## config.mk

```make
export PLATFORM = sky130hd
export DESIGN_NAME = sha512_pad_top
export DESIGN_NICKNAME = d
export VERILOG_FILES = /design/src/sha512_pad_pkg.sv /design/src/credit_fifo.sv /design/src/sha512_pad_logic.sv /design/src/sha512_block_builder.sv /design/src/credit_tx.sv /design/src/sha512_pad_top.sv
export VERILOG_INCLUDE_DIRS = /design/src
export SDC_FILE = /design/constraint.sdc
export NUM_CORES = 2
export LEC_CHECK = 0
export ABC_AREA = 1
export BUFFER_PORTS_ARGS = -buffer_cell sky130_fd_sc_hd__buf_4
export CAP_MARGIN = 5
export CORE_MARGIN = 2
export CORE_UTILIZATION = 54
export DETAILED_ROUTE_END_ITERATION = 6
export GPL_TIMING_DRIVEN = 0
export PLACE_DENSITY = 0.75
export SETUP_SLACK_MARGIN = 0.3
export SYNTH_ARGS = -nofsm -noshare
export SYNTH_HDL_FRONTEND = slang
export SYNTH_SLANG_ARGS = --single-unit
```

## constraint.sdc

```tcl
create_clock -name clk -period 56.8 [get_ports clk]
set_input_delay 11.36 -clock clk [delete_from_list [all_inputs] [get_ports clk]]
set_output_delay 11.36 -clock clk [all_outputs]
set_load 0.03 [all_outputs]
```

## src/sha512_pad_macros.svh

```systemverilog
// --------------------------------------------------
// Sizing constants for the SHA-512 block front end
// Message lengths are byte counts that fit in 32 bits
// --------------------------------------------------
`ifndef SHA512_PAD_MACROS_SVH
`define SHA512_PAD_MACROS_SVH

`default_nettype none

// Input word and message block geometry
`define SHA_WORD_W       32
`define SHA_BLOCK_W      1024
`define SHA_BLOCK_WORDS  32
`define SHA_BLOCK_BYTES  128

// Big-endian bit length at the tail of the final block
`define SHA_LEN_FIELD_W  128
// Data bytes in the last block from which the length no longer fits
`define SHA_PAD_LIMIT    112

// Queue depths, the input depth is also the upstream credit count after reset
`define SHA_IN_DEPTH     4
`define SHA_OUT_DEPTH    2
`define SHA_CREDIT_W     3

`default_nettype wire
`endif

```

## src/sha512_pad_pkg.sv

```systemverilog
// --------------------------------------------------
// Shared types for the SHA-512 block front end
// Blocks are big-endian with word 0 in the top bits
// --------------------------------------------------
`include "sha512_pad_macros.svh"
`default_nettype none

package sha512_pad_pkg;

  // One input word, message byte 0 sits in bits 31:24
  typedef logic [`SHA_WORD_W-1:0] word_t;

  // Packed so that word 0 lands in the most significant bits
  typedef word_t [0:`SHA_BLOCK_WORDS-1] block_t;

  // Block as it travels through the output queue
  typedef struct packed {
    block_t data;
    logic   first;
    logic   last;
  } blk_msg_t;

  // Block sequencing states
  typedef enum logic [1:0] {
    ST_IDLE = 2'b00,
    ST_FILL = 2'b01,
    ST_PAD0 = 2'b10,
    ST_PAD1 = 2'b11
  } build_state_e;

  // Data-pad keeps the tail data, length-only builds the extra block
  typedef enum logic {
    PAD_DATA     = 1'b0,
    PAD_LEN_ONLY = 1'b1
  } pad_op_e;

endpackage

`default_nettype wire

```

## src/credit_fifo.sv

```systemverilog
// --------------------------------------------------
// Receiver queue that hands back one credit per pop
// Push while full and pop while empty are ignored
// --------------------------------------------------
`timescale 1ns/1ps
`include "sha512_pad_macros.svh"
`default_nettype none

module credit_fifo #(
  parameter type payload_t = logic,
  parameter int  DEPTH     = `SHA_IN_DEPTH
) (
  input  logic     clk,
  input  logic     rst_b,
  input  logic     push,
  input  payload_t push_data,
  input  logic     pop,
  output payload_t pop_data,
  output logic     not_empty,
  output logic     full,
  output logic     credit
);

  localparam int PTR_W = (DEPTH > 1) ? $clog2(DEPTH) : 1;

  payload_t         mem [DEPTH];
  logic [PTR_W-1:0] wr_ptr;
  logic [PTR_W-1:0] rd_ptr;
  logic [PTR_W:0]   count;
  logic             do_push;
  logic             do_pop;

  assign do_push = push & ~full;
  assign do_pop  = pop & not_empty;

  // Head entry is read straight from storage, so a push shows up one cycle later
  assign pop_data  = mem[rd_ptr];
  assign not_empty = (count != '0);
  assign full      = (count == (PTR_W+1)'(DEPTH));

  // Every accepted pop frees a slot and returns it to the sender
  assign credit = do_pop;

  always_ff @(posedge clk or negedge rst_b) begin
    if (!rst_b) begin
      wr_ptr <= '0;
      rd_ptr <= '0;
      count  <= '0;
    end else begin
      // Pointers wrap explicitly so any depth works
      if (do_push) begin
        wr_ptr <= (wr_ptr == PTR_W'(DEPTH-1)) ? '0 : wr_ptr + 1'b1;
      end
      if (do_pop) begin
        rd_ptr <= (rd_ptr == PTR_W'(DEPTH-1)) ? '0 : rd_ptr + 1'b1;
      end
      if (do_push && !do_pop) begin
        count <= count + 1'b1;
      end else if (do_pop && !do_push) begin
        count <= count - 1'b1;
      end
    end
  end

  always_ff @(posedge clk) begin
    if (do_push) begin
      mem[wr_ptr] <= push_data;
    end
  end

endmodule

`default_nettype wire

```

## src/sha512_pad_logic.sv

```systemverilog
// --------------------------------------------------
// Combinational SHA-512 padding of one block
// bytes_in_block is only meaningful for data-pad
// --------------------------------------------------
`timescale 1ns/1ps
`include "sha512_pad_macros.svh"
`default_nettype none

module sha512_pad_logic (
  input  sha512_pad_pkg::pad_op_e op,
  input  logic [6:0]              bytes_in_block,
  input  logic [31:0]             msg_len,
  input  sha512_pad_pkg::block_t  block_in,
  output sha512_pad_pkg::block_t  block_out,
  output logic                    need_extra
);

  localparam int LEN_BYTES = `SHA_LEN_FIELD_W / 8;
  localparam int LEN_FIRST = `SHA_BLOCK_BYTES - LEN_BYTES;
  localparam int SHIFT_W   = $clog2(`SHA_BLOCK_W) + 1;

  logic [SHIFT_W-1:0]              keep_shift;
  logic [`SHA_BLOCK_W-1:0]         keep_mask;
  logic [`SHA_LEN_FIELD_W-1:0]     bit_len;
  logic [0:`SHA_BLOCK_BYTES-1][7:0] pad_bytes;

  // The 0x80 byte and 16 length bytes must fit after the data
  assign need_extra = (op == sha512_pad_pkg::PAD_DATA) &&
                      (bytes_in_block >= 7'(`SHA_PAD_LIMIT));

  // Mask keeps the leading data bytes, an empty block keeps nothing
  assign keep_shift = SHIFT_W'(`SHA_BLOCK_W) - {bytes_in_block, 3'b000};
  assign keep_mask  = {`SHA_BLOCK_W{1'b1}} << keep_shift;

  // Message length in bits, big-endian in the last 16 bytes
  assign bit_len = {{(`SHA_LEN_FIELD_W-35){1'b0}}, msg_len, 3'b000};

  // ----------------------------------------------
  // Block assembly
  // ----------------------------------------------
  always_comb begin
    if (op == sha512_pad_pkg::PAD_LEN_ONLY) begin
      // Extra block carries nothing but zeros and the length
      pad_bytes = '0;
    end else begin
      pad_bytes = block_in & keep_mask;
      // Bytes past the length in the final word are dropped by the mask
      pad_bytes[bytes_in_block] = 8'h80;
    end

    // When an extra block follows, the length goes there instead
    if (!need_extra) begin
      pad_bytes[LEN_FIRST:`SHA_BLOCK_BYTES-1] = bit_len;
    end

    block_out = pad_bytes;
  end

endmodule

`default_nettype wire

```

## src/sha512_block_builder.sv

```systemverilog
// --------------------------------------------------
// Collects words into 1024-bit blocks and pads the tail
// msg_start is honoured only while busy is low
// --------------------------------------------------
`timescale 1ns/1ps
`include "sha512_pad_macros.svh"
`default_nettype none

module sha512_block_builder (
  input  logic                     clk,
  input  logic                     rst_b,
  input  logic                     msg_start,
  input  logic [31:0]              msg_len,
  output logic                     busy,
  input  logic                     word_avail,
  input  sha512_pad_pkg::word_t    word_in,
  output logic                     word_pop,
  input  logic                     out_full,
  output logic                     out_push,
  output sha512_pad_pkg::blk_msg_t out_msg
);

  localparam int PTR_W  = $clog2(`SHA_BLOCK_WORDS);
  localparam int BYTE_W = $clog2(`SHA_BLOCK_BYTES);

  sha512_pad_pkg::build_state_e state;
  sha512_pad_pkg::build_state_e state_nxt;
  sha512_pad_pkg::block_t       block_reg;
  sha512_pad_pkg::block_t       pad_block;
  sha512_pad_pkg::pad_op_e      pad_op;

  logic [31:0]    len_q;
  logic [30:0]    words_left;
  logic [30:0]    msg_words;
  logic [PTR_W:0] word_ptr;
  logic           first_q;
  logic           block_full;
  logic           last_pop;
  logic           tail_bytes;
  logic           need_extra;

  // Word count of the message, rounded up to whole words
  assign msg_words = {1'b0, msg_len[31:2]} + {30'd0, |msg_len[1:0]};

  // Top pointer bit set means all 32 words are in
  assign block_full = word_ptr[PTR_W];
  // A partial final block is padded in place rather than pushed raw
  assign tail_bytes = |len_q[BYTE_W-1:0];

  assign word_pop = (state == sha512_pad_pkg::ST_FILL) & ~block_full &
                    (words_left != '0) & word_avail;
  assign last_pop = word_pop & (words_left == 31'd1);

  assign busy = (state != sha512_pad_pkg::ST_IDLE);

  // PAD1 reuses the same padding logic in length-only mode
  assign pad_op = (state == sha512_pad_pkg::ST_PAD1) ? sha512_pad_pkg::PAD_LEN_ONLY :
                                                       sha512_pad_pkg::PAD_DATA;

  sha512_pad_logic i_pad_logic (
    .op             (pad_op),
    .bytes_in_block (len_q[BYTE_W-1:0]),
    .msg_len        (len_q),
    .block_in       (block_reg),
    .block_out      (pad_block),
    .need_extra     (need_extra)
  );

  // --------------------------------------------------
  // Next state and block push
  // --------------------------------------------------
  always_comb begin
    state_nxt     = state;
    out_push      = 1'b0;
    out_msg.data  = block_reg;
    out_msg.first = first_q;
    out_msg.last  = 1'b0;

    case (state)
      sha512_pad_pkg::ST_IDLE: begin
        // Empty message skips straight to padding
        if (msg_start) begin
          state_nxt = (msg_len == '0) ? sha512_pad_pkg::ST_PAD0 : sha512_pad_pkg::ST_FILL;
        end
      end
      sha512_pad_pkg::ST_FILL: begin
        if (block_full) begin
          // Full data block goes out as is, stall while the queue is full
          if (!out_full) begin
            out_push = 1'b1;
            if (words_left == '0) begin
              state_nxt = sha512_pad_pkg::ST_PAD0;
            end
          end
        end else if (last_pop && tail_bytes) begin
          state_nxt = sha512_pad_pkg::ST_PAD0;
        end
      end
      sha512_pad_pkg::ST_PAD0: begin
        out_msg.data = pad_block;
        out_msg.last = ~need_extra;
        if (!out_full) begin
          out_push  = 1'b1;
          state_nxt = need_extra ? sha512_pad_pkg::ST_PAD1 : sha512_pad_pkg::ST_IDLE;
        end
      end
      sha512_pad_pkg::ST_PAD1: begin
        out_msg.data  = pad_block;
        out_msg.first = 1'b0;
        out_msg.last  = 1'b1;
        if (!out_full) begin
          out_push  = 1'b1;
          state_nxt = sha512_pad_pkg::ST_IDLE;
        end
      end
      default: begin
        state_nxt = sha512_pad_pkg::ST_IDLE;
      end
    endcase
  end

  always_ff @(posedge clk or negedge rst_b) begin
    if (!rst_b) begin
      state      <= sha512_pad_pkg::ST_IDLE;
      len_q      <= '0;
      words_left <= '0;
      word_ptr   <= '0;
      first_q    <= 1'b0;
    end else begin
      state <= state_nxt;
      if (state == sha512_pad_pkg::ST_IDLE && msg_start) begin
        len_q      <= msg_len;
        words_left <= msg_words;
        word_ptr   <= '0;
        first_q    <= 1'b1;
      end else begin
        // Pop and push never coincide, pop needs a block that is not yet full
        if (word_pop) begin
          words_left <= words_left - 31'd1;
          word_ptr   <= word_ptr + 1'b1;
        end
        if (out_push) begin
          first_q  <= 1'b0;
          word_ptr <= '0;
        end
      end
    end
  end

  // Block storage, written at the word pointer
  always_ff @(posedge clk) begin
    if (word_pop) begin
      block_reg[word_ptr[PTR_W-1:0]] <= word_in;
    end
  end

endmodule

`default_nettype wire

```

## src/credit_tx.sv

```systemverilog
// --------------------------------------------------
// Downstream credit counter and block output register
// The consumer must not grant more than 7 open credits
// --------------------------------------------------
`timescale 1ns/1ps
`include "sha512_pad_macros.svh"
`default_nettype none

module credit_tx (
  input  logic                     clk,
  input  logic                     rst_b,
  input  logic                     blk_credit,
  input  logic                     q_not_empty,
  input  sha512_pad_pkg::blk_msg_t q_data,
  output logic                     q_pop,
  output logic                     blk_valid,
  output sha512_pad_pkg::block_t   blk_data,
  output logic                     blk_first,
  output logic                     blk_last
);

  logic [`SHA_CREDIT_W-1:0] credit_cnt;

  // A queued block leaves only against a credit already held
  assign q_pop = q_not_empty & (credit_cnt != '0);

  always_ff @(posedge clk or negedge rst_b) begin
    if (!rst_b) begin
      credit_cnt <= '0;
      blk_valid  <= 1'b0;
    end else begin
      // Grant and send in one cycle leave the count unchanged
      case ({blk_credit, q_pop})
        2'b10:   credit_cnt <= credit_cnt + 1'b1;
        2'b01:   credit_cnt <= credit_cnt - 1'b1;
        default: credit_cnt <= credit_cnt;
      endcase
      blk_valid <= q_pop;
    end
  end

  always_ff @(posedge clk) begin
    if (q_pop) begin
      blk_data  <= q_data.data;
      blk_first <= q_data.first;
      blk_last  <= q_data.last;
    end
  end

endmodule

`default_nettype wire

```

## src/sha512_pad_top.sv

```systemverilog
// --------------------------------------------------
// SHA-512 block front end with credit flow on both sides
// Upstream holds 4 word credits after reset, downstream none
// --------------------------------------------------
`timescale 1ns/1ps
`include "sha512_pad_macros.svh"
`default_nettype none

module sha512_pad_top (
  input  logic                   clk,
  input  logic                   rst_b,
  input  logic                   msg_start,
  input  logic [31:0]            msg_len,
  output logic                   busy,
  input  logic                   word_valid,
  input  sha512_pad_pkg::word_t  word_data,
  output logic                   word_credit,
  output logic                   blk_valid,
  output sha512_pad_pkg::block_t blk_data,
  output logic                   blk_first,
  output logic                   blk_last,
  input  logic                   blk_credit
);

  sha512_pad_pkg::word_t    word_q;
  sha512_pad_pkg::blk_msg_t out_msg;
  sha512_pad_pkg::blk_msg_t q_data;
  logic                     word_avail;
  logic                     word_pop;
  logic                     out_push;
  logic                     out_full;
  logic                     q_not_empty;
  logic                     q_pop;

  // Input words, credits go back upstream on each pop
  credit_fifo #(
    .payload_t (sha512_pad_pkg::word_t),
    .DEPTH     (`SHA_IN_DEPTH)
  ) i_word_fifo (
    .clk       (clk),
    .rst_b     (rst_b),
    .push      (word_valid),
    .push_data (word_data),
    .pop       (word_pop),
    .pop_data  (word_q),
    .not_empty (word_avail),
    .full      (),
    .credit    (word_credit)
  );

  sha512_block_builder i_builder (
    .clk        (clk),
    .rst_b      (rst_b),
    .msg_start  (msg_start),
    .msg_len    (msg_len),
    .busy       (busy),
    .word_avail (word_avail),
    .word_in    (word_q),
    .word_pop   (word_pop),
    .out_full   (out_full),
    .out_push   (out_push),
    .out_msg    (out_msg)
  );

  // Finished blocks wait here, the builder watches full
  credit_fifo #(
    .payload_t (sha512_pad_pkg::blk_msg_t),
    .DEPTH     (`SHA_OUT_DEPTH)
  ) i_blk_fifo (
    .clk       (clk),
    .rst_b     (rst_b),
    .push      (out_push),
    .push_data (out_msg),
    .pop       (q_pop),
    .pop_data  (q_data),
    .not_empty (q_not_empty),
    .full      (out_full),
    .credit    ()
  );

  credit_tx i_credit_tx (
    .clk         (clk),
    .rst_b       (rst_b),
    .blk_credit  (blk_credit),
    .q_not_empty (q_not_empty),
    .q_data      (q_data),
    .q_pop       (q_pop),
    .blk_valid   (blk_valid),
    .blk_data    (blk_data),
    .blk_first   (blk_first),
    .blk_last    (blk_last)
  );

endmodule

`default_nettype wire

```

==> metrics.cfg <==
[status]
status=finished, final reports clean

[grt]
grt_util_all_layers_pct=33.9
grt_pass1_wl_um=704000
antenna_found_initial=109
grt_pass1_vias=94357
overflow=0
grt_max_degree=88

[sta]
slew_headroom_pct=3.93
slew_viol_final=0
worstMarginPinSlew_ps=1440
fin_crit_sh_pct=25.8
setup_viol=0
setup_tns_ps=0
rsz0062_at_grt=no
fin_skew_ps=82.1
min_period_ps=14680
fmax_mhz=68.1
hold_violations=0

[worst_setup_path]
path_buf_inv=5
cpPeakStageDelay_ps=420
path_cells=buf_4 > inv_1 > nor2_1 > nand2_1 > nor2_1 > inv_1 > nor2_2 > buf_2 > buf_4
critPathTopFamily=buffers and inverters
rr_startpoint=i_builder.len_q[0]
path_max_fanout=10
critical_path_class=flip-flop to primary output
critPathSlowestCell=buf_2
worst_setup_path_start_kind=flip-flop
critPathLaunch=i_builder.state[0]
cp.required_ps=45440
end_kind=primary output
arrival_ps=3320

[cts]
clk_path_buf_depth=4
cts_made_buffers=415
clk_latency_ps=1000
htree_levels=5
cts_hold_buf=0
cts_root_buffer=clkbuf_16
path_clk_slew_ps=60
cts_resized=0
cts_tree=done
cts_setup_buffers=0
cts_num_sinks=4317

[logic_synthesis]
ys_warn_count=0
muxShareOfSynthArea_pct=0.0133
syn-mean-instance-area_um2=14.1
syn-instance-count=11411
synth-compound-area-share_pct=4.27
syn-cell-area_um2=160000
synth_simple_gate_area_share_pct=12.5
synth_fa_ha_area_share_pct=0.204
yosysSeqAreaShare_pct=80.5
synth_cell_type_count=47
synth_xor_area_share_pct=0.158
synth-seq-cells=4317
synth_top_family_by_area=simple AND/OR/NAND/NOR gates
syn-num-nets=11505

[drt]
detail_route.wl_per_cell_um=29.6
vias=101312
routed_via_density=5.78
drc=0
first_pass_iters=7
antenna_left=0
wl_um=519000
drtIter0Drc=16177

[power]
p_sw_w=0.00538
seq_power_share_pct=39.8
sw_frac_of_total_pct=41.0
pwr-share-comb_pct=39.2
peakVddDrop_mv=0.0636
pwr_density_cell_nw_per_um2=67.6
power_frac_clock_pct=21.0
p_leak_nw=74.3
internal_power_w=0.00774

[layout]
syn_to_final_growth_pct=20.9
finish.net_count=13284
drive_gt1_share_pct=16.7
final_util_pct=65.5
largest_register_ffs=2052

[placement]
gp_congestion=0.994
hpwl_um=375000
port_buffers=1097

[floorplan]
core_area_um2=296000
fp-row-count=200
start_util_pct=54.1
die_y_um=549
dieArea_um2=301000
dieWidth_um=549
num_io_pins=1098

[flow_run]
cap_violations=0

[hold_path]
hold_path.startpoint=i_blk_fifo.mem[0][778]
hold_class=flip-flop to flip-flop

metal layers:
layer	global-route usage, %	wire (um)
met4	18.2	32100
met2	52.4	238000
met1	45.4	186000
met5	0	167
met3	7.08	62600
stage by stage:
stage | instances | cell area (um^2) | hold slack (ps) | total power, W | setup WS, ps
2_1_floorplan | 11411 | 160000 | 446 | 0.00872 | 11040
3_3_place_gp | 16447 | 174000 | 462 | 0.0118 | -14780
3_5_place_dp | 16711 | 180000 | 468 | 0.0103 | 43210
4_1_cts | 17470 | 194000 | 449 | 0.0131 | 42180
5_1_grt | 17475 | 194000 | 483 | 0.0135 | 42000
6_report | 17542 | 194000 | 457 | 0.0131 | 42120
logic make-up after synthesis:
family,after synthesis
DFF,4317
and+or+nand+nor,5054
AOI/OAI and AO/OA,1042
xor gates and xnor gates,29
muxes,2
buffers and inverters,942
adders and majority gates,25
tightest hold or removal path: cells and delay by family, from the launching register on:
kind / cells / cell delay, ps
flip-flops: 1 / 310
AND/OR/NAND/NOR: 2 / 90
power groups by stage:
stage | clock, W | combinational, W | sequential, W
final | 0.00276 | 0.00515 | 0.00522
after floorplan | 0 | 0.00148 | 0.00723
after global placement | 0 | 0.00445 | 0.00735
after detailed placement | 0 | 0.00505 | 0.00526
after CTS | 0.00277 | 0.00508 | 0.00521
after global routing | 0.00289 | 0.00531 | 0.00526
cell usage in the layout (no fill, tap or decap), drive strengths merged, types with 26 or more instances in the layout:
master	instances
a21boi	598
a21oi	189
buf	1438
bufinv	39
clkbuf	859
clkinv	188
clkinvlp	26
dfrtp	87
diode	71
edfxtp	4230
inv	513
nand2	4202
nand3	249
nand4	70
nor2	518
o21ai	203
o22ai	41
synth_stat cells (all sizes together):
library cell | n | area (um^2)
dfrtp | 87 | 2180
or2 | 2 | 12.5
a21boi | 598 | 4490
xor2 | 23 | 201
o21bai | 4 | 30.0
o2111ai | 1 | 8.76
clkinv | 1 | 3.75
o21ai | 203 | 1020
a32oi | 1 | 8.76
mux2i | 1 | 10.0
o22ai | 41 | 257
clkbuf | 372 | 1400
xnor2 | 6 | 52.6
nand4 | 70 | 588
edfxtp | 4230 | 127000
nand2 | 4202 | 15800
inv | 493 | 1860
a21oi | 189 | 1000
nor3 | 12 | 70.1
o31ai | 5 | 37.5
fa | 2 | 40.0
nand3b | 1 | 7.51
buf | 76 | 439
ha | 23 | 288
nor2 | 518 | 2070
mux2 | 1 | 11.3
nand3 | 249 | 1510
final cells by class:
class / instances / area (um^2)
timing repair buffer: 1362 / 14100
buffer: 448 / 1850
inverter: 494 / 1860
multi-input combinational: 6152 / 28300
clock inverter: 272 / 2790
clock buffer: 487 / 10700
sequential: 4317 / 129000
fill: 19846 / 102000
tap: 3939 / 4930
antenna: 71 / 178
path summary, 6_finish.rpt:
path / to / slack, ps / cells past startpoint
setup / recovery: word_credit / 42120 / 9
hold / removal: i_credit_tx.blk_data[776] / 460 / 2
setup reg to reg: i_blk_fifo.mem[1][23] / 52160 / 13
hold reg to reg: i_credit_tx.blk_data[776] / 460 / 2
max in group asynchronous: i_builder.len_q[14] / 45840 / 2
min in group asynchronous: i_word_fifo.rd_ptr[0] / 10210 / 1
No activity file was read; power rests on OpenSTA's default activity.
